### config.mk
export PLATFORM = sky130hd
export DESIGN_NAME = mtx_out_stage
export DESIGN_NICKNAME = d
export VERILOG_FILES = /design/src/hdl/mtx_pkg.sv /design/src/hdl/ahb_pkg.sv /design/src/hdl/mtx_out_stage.sv /design/src/hdl/mtx_data_stage.sv /design/src/hdl/mtx_addr_mux.sv /design/src/hdl/mtx_out_arb.sv
export VERILOG_INCLUDE_DIRS = /design/src /design/src/include
export SDC_FILE = /design/constraint.sdc
export NUM_CORES = 1
export LEC_CHECK = 0
export BUFFER_PORTS_ARGS = -buffer_cell sky130_fd_sc_hd__buf_2
export CORE_AREA = 2 2 116 118
export DETAILED_ROUTE_END_ITERATION = 16
export DIE_AREA = 0 0 118 120
export PLACE_DENSITY = 0.57
export RECOVER_POWER = 25
export SYNTH_ARGS = -nofsm -noshare
export SYNTH_HDL_FRONTEND = slang
export SYNTH_SLANG_ARGS = --single-unit
### constraint.sdc
create_clock -name HCLK -period 3.2 [get_ports HCLK]
set_input_delay 0.16 -clock HCLK [delete_from_list [all_inputs] [get_ports HCLK]]
set_output_delay 0.16 -clock HCLK [all_outputs]
set_load 0.02 [all_outputs]
### src/include/mtx_defs.svh
// Bus widths and port count for the AHB matrix output stage
// Include wherever a bus or the port array is sized
`ifndef MTX_DEFS_SVH
`define MTX_DEFS_SVH

// ----------------------------------------
// AHB bus widths
// ----------------------------------------
`define AHB_ADDR_W     32   // HADDR width
`define AHB_DATA_W     32   // HWDATA width
`define AHB_SIZE_W     3    // HSIZE width

// ----------------------------------------
// Matrix connectivity
// ----------------------------------------
`define MTX_NUM_PORTS  3    // Input ports 2, 3 and 4

`endif
### src/hdl/mtx_pkg.sv
// Matrix-side types for the shared-slave output stage
// Port grant code and locked-sequence state

package mtx_pkg;

  // ----------------------------------------
  // Granted input port
  // ----------------------------------------
  // PORT_NONE parks the slave with no owner
  typedef enum logic [1:0] {
    PORT_NONE = 2'd0,  // Nothing granted
    PORT_2    = 2'd1,  // Input port 2, index 0
    PORT_3    = 2'd2,  // Input port 3, index 1
    PORT_4    = 2'd3   // Input port 4, index 2
  } port_sel_e;

  // ----------------------------------------
  // Locked-sequence state
  // ----------------------------------------
  // Set once a locked transfer starts through the granted port
  typedef enum logic {
    LOCK_IDLE = 1'b0,  // No locked sequence open
    LOCK_HELD = 1'b1   // Locked sequence in progress
  } lock_state_e;

endpackage

### src/hdl/ahb_pkg.sv
// AHB bus-side types shared by the matrix RTL and the testbench
// Address-phase signals travel together as one packed struct
`include "mtx_defs.svh"

package ahb_pkg;

  // ----------------------------------------
  // Transfer type
  // ----------------------------------------
  typedef enum logic [1:0] {
    IDLE   = 2'b00,  // No transfer
    BUSY   = 2'b01,  // Burst paused
    NONSEQ = 2'b10,  // First beat
    SEQ    = 2'b11   // Following beat
  } htrans_e;        // Bit 1 set means active

  // Transfer size, byte to 1024 bits
  typedef logic [`AHB_SIZE_W-1:0] hsize_t;

  // ----------------------------------------
  // Address-phase bundle, 40 bits
  // ----------------------------------------
  typedef struct packed {
    logic                   sel;       // HSEL
    logic [`AHB_ADDR_W-1:0] addr;      // HADDR
    htrans_e                trans;     // HTRANS
    logic                   write;     // HWRITE, 1 for write
    hsize_t                 size;      // HSIZE
    logic                   mastlock;  // HMASTLOCK
  } ahb_addr_t;

endpackage

### src/hdl/mtx_out_stage.sv
// Shared-slave output stage of the AHB matrix for input ports 2 to 4
// Top level joining arbiter, address mux and data stage
`timescale 1ns/100ps
`include "mtx_defs.svh"

module mtx_out_stage (
  input  logic                                     HCLK,          // AHB clock
  input  logic                                     HRESETn,       // Sync reset, active low
  input  ahb_pkg::ahb_addr_t [`MTX_NUM_PORTS-1:0]  i_port_addr,   // Address phase per port
  input  logic [`MTX_NUM_PORTS-1:0][`AHB_DATA_W-1:0] i_port_wdata,  // Write data per port
  input  logic [`MTX_NUM_PORTS-1:0]                i_held_tran,   // Held transfer per port
  input  logic                                     i_hreadyout,   // Slave HREADYOUT
  output logic [`MTX_NUM_PORTS-1:0]                o_active,      // One-hot owner
  output ahb_pkg::ahb_addr_t                       o_slave_addr,  // Slave address phase
  output logic [`AHB_DATA_W-1:0]                   o_hwdata,      // Slave HWDATA
  output logic                                     o_hready_mux   // HREADYMUXM
);

  // ----------------------------------------
  // Internal nets
  // ----------------------------------------
  mtx_pkg::port_sel_e grant;      // Arbiter result
  logic               hlock_arb;  // Lock hold back to arbiter

  // Producer of grants
  mtx_out_arb u_out_arb (
    .HCLK         (HCLK),
    .HRESETn      (HRESETn),
    .i_port_addr  (i_port_addr),
    .i_held_tran  (i_held_tran),
    .i_hready_mux (o_hready_mux),
    .i_hlock_arb  (hlock_arb),
    .o_grant      (grant)
  );

  // Address-phase routing and lock tracking
  mtx_addr_mux u_addr_mux (
    .HCLK         (HCLK),
    .HRESETn      (HRESETn),
    .i_port_addr  (i_port_addr),
    .i_grant      (grant),
    .i_hready_mux (o_hready_mux),
    .o_slave_addr (o_slave_addr),
    .o_active     (o_active),
    .o_hlock_arb  (hlock_arb)
  );

  // Data phase and ready generation
  mtx_data_stage u_data_stage (
    .HCLK         (HCLK),
    .HRESETn      (HRESETn),
    .i_grant      (grant),
    .i_slave_sel  (o_slave_addr.sel),  // Selected HSEL
    .i_port_wdata (i_port_wdata),
    .i_hreadyout  (i_hreadyout),
    .o_hwdata     (o_hwdata),
    .o_hready_mux (o_hready_mux)
  );

endmodule

### src/hdl/mtx_data_stage.sv
// Data phase of the output stage with the data-port register and HWDATA mux
// Also builds HREADYMUXM from the slave's HREADYOUT
`timescale 1ns/100ps
`include "mtx_defs.svh"

module mtx_data_stage (
  input  logic                                     HCLK,          // AHB clock
  input  logic                                     HRESETn,       // Sync reset, active low
  input  mtx_pkg::port_sel_e                       i_grant,       // Address-phase owner
  input  logic                                     i_slave_sel,   // Selected HSEL
  input  logic [`MTX_NUM_PORTS-1:0][`AHB_DATA_W-1:0] i_port_wdata,  // Write data per port
  input  logic                                     i_hreadyout,   // Slave HREADYOUT
  output logic [`AHB_DATA_W-1:0]                   o_hwdata,      // To shared slave
  output logic                                     o_hready_mux   // Transfer done
);

  mtx_pkg::port_sel_e data_port;   // Data-phase owner
  logic               slave_sel;   // Slave in data phase
  logic               hready_mux;  // Internal ready

  // ----------------------------------------
  // Data-phase registers
  // ----------------------------------------
  always_ff @(posedge HCLK)
  begin
    if (!HRESETn)
    begin
      data_port <= mtx_pkg::PORT_NONE;
      slave_sel <= 1'b0;
    end
    else if (hready_mux)
    begin
      data_port <= i_grant;        // Address phase moves to data phase
      slave_sel <= i_slave_sel;
    end
  end

  // Write data follows the data-phase owner
  always_comb
  begin
    case (data_port)
      mtx_pkg::PORT_2 : o_hwdata = i_port_wdata[0];
      mtx_pkg::PORT_3 : o_hwdata = i_port_wdata[1];
      mtx_pkg::PORT_4 : o_hwdata = i_port_wdata[2];
      default         : o_hwdata = '0;  // No owner
    endcase
  end

  // Slave ready only matters while it owns a data phase
  assign hready_mux   = slave_sel ? i_hreadyout : 1'b1;
  assign o_hready_mux = hready_mux;

endmodule

### src/hdl/mtx_addr_mux.sv
// Routes the granted port's address phase to the shared slave
// Also decodes the active vector and tracks locked sequences
`timescale 1ns/100ps
`include "mtx_defs.svh"

module mtx_addr_mux (
  input  logic                                    HCLK,          // AHB clock
  input  logic                                    HRESETn,       // Sync reset, active low
  input  ahb_pkg::ahb_addr_t [`MTX_NUM_PORTS-1:0] i_port_addr,   // Address phase per port
  input  mtx_pkg::port_sel_e                      i_grant,       // Current grant
  input  logic                                    i_hready_mux,  // Transfer accepted
  output ahb_pkg::ahb_addr_t                      o_slave_addr,  // To shared slave
  output logic [`MTX_NUM_PORTS-1:0]               o_active,      // One-hot owner
  output logic                                    o_hlock_arb    // Lock hold to arbiter
);

  mtx_pkg::lock_state_e lock_state;       // Lock register
  mtx_pkg::lock_state_e next_lock_state;  // Pre-registered lock

  // ----------------------------------------
  // Address and active decode
  // ----------------------------------------
  always_comb
  begin
    o_slave_addr = '0;                    // Idle bus when nothing granted
    o_active     = '0;
    case (i_grant)
      mtx_pkg::PORT_2 :
      begin
        o_slave_addr = i_port_addr[0];
        o_active[0]  = 1'b1;
      end
      mtx_pkg::PORT_3 :
      begin
        o_slave_addr = i_port_addr[1];
        o_active[1]  = 1'b1;
      end
      mtx_pkg::PORT_4 :
      begin
        o_slave_addr = i_port_addr[2];
        o_active[2]  = 1'b1;
      end
      default         : ;                 // PORT_NONE keeps the zeros
    endcase
  end

  // ----------------------------------------
  // Locked-sequence tracking
  // ----------------------------------------
  // Covers a master leaving HSEL low partway through a locked sequence
  always_comb
  begin
    if (o_slave_addr.sel && o_slave_addr.trans[1] && o_slave_addr.mastlock)
      next_lock_state = mtx_pkg::LOCK_HELD;   // Locked transfer started here
    else if (!o_slave_addr.mastlock)
      next_lock_state = mtx_pkg::LOCK_IDLE;   // Lock released
    else
      next_lock_state = lock_state;
  end

  always_ff @(posedge HCLK)
  begin
    if (!HRESETn)
      lock_state <= mtx_pkg::LOCK_IDLE;
    else if (i_hready_mux)
      lock_state <= next_lock_state;
  end

  // Lock masked off unless selected or already held
  assign o_hlock_arb = o_slave_addr.mastlock &
                       ((lock_state == mtx_pkg::LOCK_HELD) | o_slave_addr.sel);

endmodule

### src/hdl/mtx_out_arb.sv
// Fixed-priority arbiter for the shared slave, port 2 highest
// Grant is registered on accepted edges and held through locked sequences
`timescale 1ns/100ps
`include "mtx_defs.svh"

module mtx_out_arb (
  input  logic                                    HCLK,          // AHB clock
  input  logic                                    HRESETn,       // Sync reset, active low
  input  ahb_pkg::ahb_addr_t [`MTX_NUM_PORTS-1:0] i_port_addr,   // Address phase per port
  input  logic [`MTX_NUM_PORTS-1:0]               i_held_tran,   // Held transfer per port
  input  logic                                    i_hready_mux,  // Transfer accepted
  input  logic                                    i_hlock_arb,   // Keep current grant
  output mtx_pkg::port_sel_e                      o_grant        // Registered grant
);

  logic [`MTX_NUM_PORTS-1:0] req;         // Per-port request
  mtx_pkg::port_sel_e        next_grant;  // Arbitration result
  mtx_pkg::port_sel_e        grant;       // Grant register

  // ----------------------------------------
  // Request forming
  // ----------------------------------------
  always_comb
  begin
    for (int i = 0; i < `MTX_NUM_PORTS; i++)
    begin
      req[i] = i_held_tran[i] & i_port_addr[i].sel;  // Pending and targeting us
    end
  end

  // ----------------------------------------
  // Priority pick
  // ----------------------------------------
  always_comb
  begin
    if (i_hlock_arb)
      next_grant = grant;                  // Locked owner keeps the slave
    else if (req[0])
      next_grant = mtx_pkg::PORT_2;        // Highest priority
    else if (req[1])
      next_grant = mtx_pkg::PORT_3;
    else if (req[2])
      next_grant = mtx_pkg::PORT_4;        // Lowest priority
    else
      next_grant = mtx_pkg::PORT_NONE;     // Park with no owner
  end

  // Grant register frozen while the slave stalls
  always_ff @(posedge HCLK)
  begin
    if (!HRESETn)
      grant <= mtx_pkg::PORT_NONE;
    else if (i_hready_mux)
      grant <= next_grant;
  end

  assign o_grant = grant;

endmodule

==> metrics.md, run 1 <==
| Metric | Value |
|---|---|
| Die extent in y | 120 um |
| Yosys warning count | 0 |
| Number of flops mapped to enable cells by yosys | 0 |
| Post-Syn Area | 1830 sq um |
| Least-Margin Pin Slew | 897 ps |
| Synth Area in Adders | 0 |
| CP startpoint | u_out_arb.o_grant[1] |
| CP Class | reg2out |
| DP HPWL | 8.99 mm |
| CTS resizes | 0 |
| Relative slew slack | 0.402 |
| Vias in the first global route | 2977 |
| Post-CTS setup buffer count | 0 |
| Initial antenna violation count | 0 |
| Largest family of logic cells by synthesized area | multiplexers |
| Met3 wire length | 941 um |
| Cell Int Power | 473 uW |
| Final period utilization | 0.809 |
| Area contributors post-synth | mux2i_1 24%, mux2_1 19%, a22o_1 15% |
| Post-Synth Simple-Gate Area | 0.112 |
| Ant diodes | 0 |
| Comb pwr share | 0.631 |
| Slowest stage delay, CP | 850 ps |
| Post-CTS Hold Buffers | 0 |
| Mux contribution to synthesized area | 0.440 |
| Num rows | 42 |
| Largest net degree at the start of global routing | 41 |
| RePlAce Congestion | 0.839 |
| Root Buffer | clkbuf_16 |
| HP Start | HRESETn |
| Layout area overhead | 91.7% |
| Gr usage total | 0.137 |
| Vias per inst | 4.22 |
| Worst Hold Class | in2reg |
| Setup crit end kind | output port |
| Ports | 298 |
| CTS H-tree depth | 1 |
| RR Startpoint | u_out_arb.o_grant[1] |
| Filler Cell Count | 1477 |
| Mapped Nets | 465 |
| Asr flop ratio synth | 0 |
| CP max FO | 16 |
| Clock Skew | 1.18 ps |
| Synth cell types | 28 |
| Clk pin slew, worst setup/hold paths | 30 ps |
| Worst endpoint required time | 3040 ps |
| Max Cap Viol | 0 |
| Clock Tree Buf Depth | 2 |
| Core Region | 13000 sq um |
| Status | completed |
| Highest metal used | met4 |
| Setup TNS | 0 ps |
| Post-Synth XOR/XNOR Area | 0 |
| Port bufs | 297 |
| Synth Flop Type | dfxtp_1 |
| Setup-failing EPs final | 0 |
| Fin. Hold Viols | 0 |
| Final Critical Period | 2590 ps |
| Maximum vdd drop | 0.181 mV |
| Share of the synthesized area in compound gates (AO/OA/AOI/OAI) | 0.303 |
| Share of cells above drive strength 1 | 0.573 |
| GRT overflow | 0 |
| Met1 wire length | 4.14 mm |
| Clock power frac | 0.253 |
| TritonRoute pass-1 iters | 4 |
| CTS tree | done |
| Max-slew violation count | 0 |
| Overall Power | 803 uW |
| Wirelength, routed | 10.5 mm |
| Die area | 14200 sq um |
| Die Wd | 118 um |
| Synth Area per Inst | 7.53 sq um |
| Sink Count | 6 |
| RSZ-0062 raised after global routing | false |
| CP max stage cell | dfxtp_1 |
| Final nets | 746 |
| Largest area contributor in the netlist | mux2i_1 |
| Worst path bufs/invs | 2 |
| Skew-Pair Late Insertion Delay | 230 ps |
| #FFs+latches synth | 6 |
| DR WL met2 | 5.29 mm |
| Post-Syn Instances | 243 |
| First-pass GRT wire length | 15.5 mm |
| Switching Fraction | 0.410 |
| Fraction of power consumed by sequential logic | 0.116 |
| Most common cell on crit path | clkbuf_1 |
| Crit path max-delay family | buffers and inverters |
| Switching pwr | 329 uW |
| First-iteration detailed-routing DRC count | 83 |
| Power density over cell area | 229 nW/um^2 |
| DRC Markers | 0 |
| Share of the synthesized area in the top cell type | 0.235 |
| Crit path launch type | flop |
| Num CTS Buffers | 3 |
| Fmax | 386 MHz |
| Sequential share of the synthesized area | 0.0656 |
| Crit-path cells | nor2b_1, clkbuf_1, nand2_1, o21ai_1, clkbuf_1 |
| Antenna-violating nets left | 0 |
| Initial Util | 0.141 |
| WP data arrival | 2430 ps |
| Leakage power | 1.87 nW |
| Vias post-DR | 2943 |
| WL per Instance | 15.0 um |
## registers in the layout (all words and copies together) (netlist names)
signal / flops
u_addr_mux.lock_state: 1
u_data_stage.data_port: 2
u_out_arb.o_grant: 2
u_data_stage.slave_sel: 1
## synthesized netlist by cell type (2+ instances only)
master,number
inv_1,2
nor2_1,3
o21ai_1,37
mux2_1,31
nor2b_1,2
dfxtp_1,6
mux2i_1,43
nand2_1,45
buf_2,14
a22o_1,32
clkbuf_1,11
## worst min-delay path: cells and delay by family
family | cells | cell delay, ps
buffers and inverters | 1 | 130
muxes | 1 | 50
and+or+nand+nor | 1 | 60
## per-layer routing
metal,vias to the layer above,track usage
li1,1458,-
met1,1281,0.157
met5,-,0
met3,8,0.0323
met2,196,0.261
met4,0,0.0233
## power by group through the flow
| stage | combinational, mW | sequential [mW] | clock, mW |
|---|---|---|---|
| 3_5_place_dp | 0.517 | 0.0953 | 0 |
| 6_report | 0.506 | 0.0928 | 0.203 |
| 4_1_cts | 0.519 | 0.0941 | 0.206 |
| 2_1_floorplan | 0.285 | 0.0827 | 0 |
| 3_3_place_gp | 0.518 | 0.0950 | 0 |
| 5_1_grt | 0.550 | 0.0940 | 0.215 |
## path summary, 6_finish.rpt
| kind | to | slack (ps) | depth (start not counted) |
|---|---|---|---|
| setup / recovery | o_slave_addr[27] | 610 | 5 |
| setup reg to reg | u_out_arb.o_grant[1] | 980 | 5 |
| hold / removal | u_out_arb.o_grant[0] | 220 | 3 |
| hold reg to reg | u_addr_mux.lock_state | 530 | 2 |
## layout by cell type (no fill, tap or decap), types with 2 or more instances in the layout
master and instances:
buf_2 283, nand2_1 45, mux2i_1 43, o21ai_1 37, a22o_1 32, mux2_1 31, clkbuf_1 16, buf_4 5
dfxtp_1 5, nor2_1 3, clkbuf_16 3, inv_1 2
## kinds of logic after synthesis
| kind of cell | after synthesis |
|---|---|
| AOI/OAI and AO/OA | 78 |
| buffers and inverters | 31 |
| DFF | 6 |
| muxes | 76 |
| and+or+nand+nor | 52 |
## layout make-up
cell class                      instances  area (sq um)  area share
Clock buffer                            3          75.1      0.0214
Tap cell                              176           220      0.0627
Inverter                                3          11.3     0.00321
Timing Repair Buffer                  304          1510       0.431
Sequential cell                         6           121      0.0346
Multi-Input combinational cell        206          1570       0.447
## metrics by stage
stage | area (sq um) | utilization | worst slack [ps] | hold WS, ps | std cells
2_1_floorplan | 1830 | - | 1620 | 299 | 243
3_3_place_gp | 3470 | 0.267 | 1260 | 464 | 695
3_5_place_dp | 3470 | 0.267 | 1250 | 461 | 695
4_1_cts | 3540 | 0.273 | 1020 | 225 | 698
5_1_grt | 3510 | 0.270 | 449 | 241 | 698
6_report | 3510 | 0.270 | 612 | 224 | 698
(Power assumes the default switching activity.)
==> run 2: changes to the inputs <==
--- a/config.mk
+++ b/config.mk
@@ -6,11 +6,12 @@
 export SDC_FILE = /design/constraint.sdc
 export NUM_CORES = 1
 export LEC_CHECK = 0
+export ABC_AREA = 1
 export BUFFER_PORTS_ARGS = -buffer_cell sky130_fd_sc_hd__buf_2
-export CORE_AREA = 2 2 116 118
+export CORE_AREA = 2 2 115 117
 export DETAILED_ROUTE_END_ITERATION = 16
-export DIE_AREA = 0 0 118 120
-export PLACE_DENSITY = 0.57
+export DIE_AREA = 0 0 117 119
+export PLACE_DENSITY = 0.56
 export RECOVER_POWER = 25
 export SYNTH_ARGS = -nofsm -noshare
 export SYNTH_HDL_FRONTEND = slang
==> constraint.sdc (replaced) <==
create_clock -name HCLK -period 2.7 [get_ports HCLK]
set_input_delay 0.135 -clock HCLK [delete_from_list [all_inputs] [get_ports HCLK]]
set_output_delay 0.135 -clock HCLK [all_outputs]
set_load 0.02 [all_outputs]
==> run 2 against run 1 <==
Against the previous run:
- sequential share of layout area is 0.16 points higher
- first-iteration DRC count is 48% higher
- total power is 26% higher
- clock skew hardly changed
- die area is 1.7% lower
- flip-flop and latch count stayed put
- critical endpoint is now o_slave_addr[12]
- largest cell class is now non-clock buffers
==> metrics.md, run 2 <==
| Metric | Value |
|---|---|
| Area contributors post-synth | nand2_1 43%, nand3_1 33%, dfxtp_1 7.2% |
| CP Class | reg2out |
| WL per Instance | 11.6 um |
| Clock Tree Buf Depth | 2 |
| DP HPWL | 7.94 mm |
| Most frequent cells in the layout | 286 x buf_2, 192 x nand2_1, 110 x nand3_1 |
| Ports | 298 |
| Layout area overhead | 99.1% |
| Clock Skew | 1.55 ps |
| Non-Filler Instances | 816 |
| CTS H-tree depth | 1 |
| #FFs+latches synth | 6 |
| CTS tree | done |
| Core Region | 12900 sq um |
| Placed cells | 813 |
| Die extent in y | 119 um |
| Most common cell after layout, fill and taps aside | buf_2 |
| Max Cap Viol | 0 |
| Asr flop ratio synth | 0 |
| Post-synth top cells | 192 x nand2_1, 110 x nand3_1, 14 x buf_2, 10 x clkbuf_1 |
| Share of cells above drive strength 1 | 0.464 |
| Setup-failing EPs final | 0 |
| Number of flops mapped to enable cells by yosys | 0 |
| Largest net degree at the start of global routing | 41 |
| Clk pin slew, worst setup/hold paths | 30 ps |
| Maximum vdd drop | 0.171 mV |
| Sink Count | 6 |
| Final nets | 864 |
| Synth cell types | 16 |
| Antenna-violating nets left | 0 |
| Worst Setup EP | o_slave_addr[12] |
| Final Critical Period | 2320 ps |
| Power density over cell area | 305 nW/um^2 |
| DRC Markers | 0 |
| RR Startpoint | u_out_arb.o_grant[0] |
| Least-Margin Pin Slew | 1240 ps |
| Post-CTS setup buffer count | 0 |
| Fin. Hold Viols | 0 |
| Vias in the first global route | 2981 |
| Die Wd | 117 um |
| Fmax | 431 MHz |
| Util after Layout | 0.258 |
| CP startpoint | u_out_arb.o_grant[0] |
| Place WS | 749 ps |
| Fin area | 3320 sq um |
| Mapped Nets | 587 |
| Overall Power | 1.01 mW |
| Initial Util | 0.129 |
| Worst hold stages | 3 |
| Initial antenna violation count | 1 |
| RePlAce Congestion | 0.768 |
| Largest area contributor in the netlist | nand2_1 |
| Synth Area per Inst | 4.56 sq um |
| Max-slew violation count | 0 |
| Reg2reg setup slack | 580 ps |
| WP data arrival | 2190 ps |
| Num CTS Buffers | 3 |
| Vias per inst | 4.07 |
| First-pass GRT wire length | 13.7 mm |
| Relative slew slack | 0.176 |
| Port bufs | 297 |
| Wirelength, routed | 9.44 mm |
| Vias post-DR | 3324 |
| Setup TNS | 0 ps |
| Worst Hold Class | in2reg |
| Ant diodes | 0 |
| RSZ-0062 raised after global routing | false |
| Post-CTS Hold Buffers | 0 |
| CTS resizes | 0 |
| Post-Syn Area | 1670 sq um |
| Final worst slack | 378 ps |
| Synth Flop Type | dfxtp_1 |
| CP max FO | 40 |
| Reg-to-Reg End | u_out_arb.o_grant[1] |
| First-iteration detailed-routing DRC count | 123 |
| Skew-Pair Late Insertion Delay | 220 ps |
| Die area | 13900 sq um |
| Share of the synthesized area in the top cell type | 0.433 |
| Post-Syn Instances | 365 |
| TritonRoute pass-1 iters | 4 |
| Dpl cell area | 3260 sq um |
| Fin Hold WS | 190 ps |
| Worst endpoint required time | 2570 ps |
| Status | completed |
| Sequential share of the synthesized area | 0.0721 |
| Crit path launch type | flop |
| Final period utilization | 0.860 |
| GRT overflow | 0 |
| Num rows | 42 |
| Leakage power | 2.01 nW |
| Gr usage total | 0.121 |
| Most frequent cell after synthesis | nand2_1 |
| Root Buffer | clkbuf_16 |
| Setup crit end kind | output port |
| R2R cell count | 8 |
| Yosys warning count | 0 |
==> run 2: changes by cell type after synthesis, moves of 3 or more <==
| cell | previous run | this run |
|---|---|---|
| nand2_1 | 45 | 192 |
| nand3_1 | 0 | 110 |
| mux2i_1 | 43 | 0 |
| o21ai_1 | 37 | 0 |
| a22o_1 | 32 | 1 |
| mux2_1 | 31 | 0 |
| inv_2 | 1 | 6 |
| a21oi_1 | 1 | 5 |
| buf_4 | 1 | 4 |
| nor2_1 | 3 | 6 |
==> run 2: power by group <==
group	switching, mW	leakage [nW]	internal [mW]	total, mW
clock network	0.0454	0.0370	0.190	0.235
logic	0.418	1.92	0.256	0.674
registers	0.00652	0.0492	0.0960	0.103
total	0.470	2.01	0.542	1.01
==> run 2: area by class of cell <==
cell class	instances	area (sq um)
clock buffer	3	75.1
fill	1507	9560
inverter	10	37.5
multi-input combinational	321	1370
sequential	6	120
tap	176	220
timing repair buffer	300	1490
==> run 2: logic make-up after synthesis <==
logic type	count (synthesis)	share of synthesized area
compound gates	9	0.0308
flops	6	0.0721
buf+inv	38	0.105
simple gates	312	0.792
==> run 2: how the worst min path moves through the flow <==
stage	startpoint	end	slack [ps]
after global routing	HRESETn	u_out_arb.o_grant[1]	220
final	HRESETn	u_out_arb.o_grant[0]	190
after floorplan	HRESETn	u_out_arb.o_grant[1]	260
after global placement	HRESETn	u_out_arb.o_grant[1]	420
after CTS	HRESETn	u_out_arb.o_grant[0]	190
after detailed placement	HRESETn	u_out_arb.o_grant[0]	430
==> run 2: layer usage <==
| metal | wire (um) | track usage | vias to the layer above |
|---|---|---|---|
| met5 | 13 | 0 | - |
| met2 | 4660 | 0.238 | 179 |
| li1 | - | - | 1735 |
| met1 | 3730 | 0.133 | 1400 |
| met4 | 78 | 0.0184 | 2 |
| met3 | 951 | 0.0219 | 8 |
==> run 2: critical path: stages (launching register included) <==
cell,delay (ps)
dfxtp_1,460
nand2_1,80
inv_1,840
nand2_1,220
nand3_1,150
buf_2,180
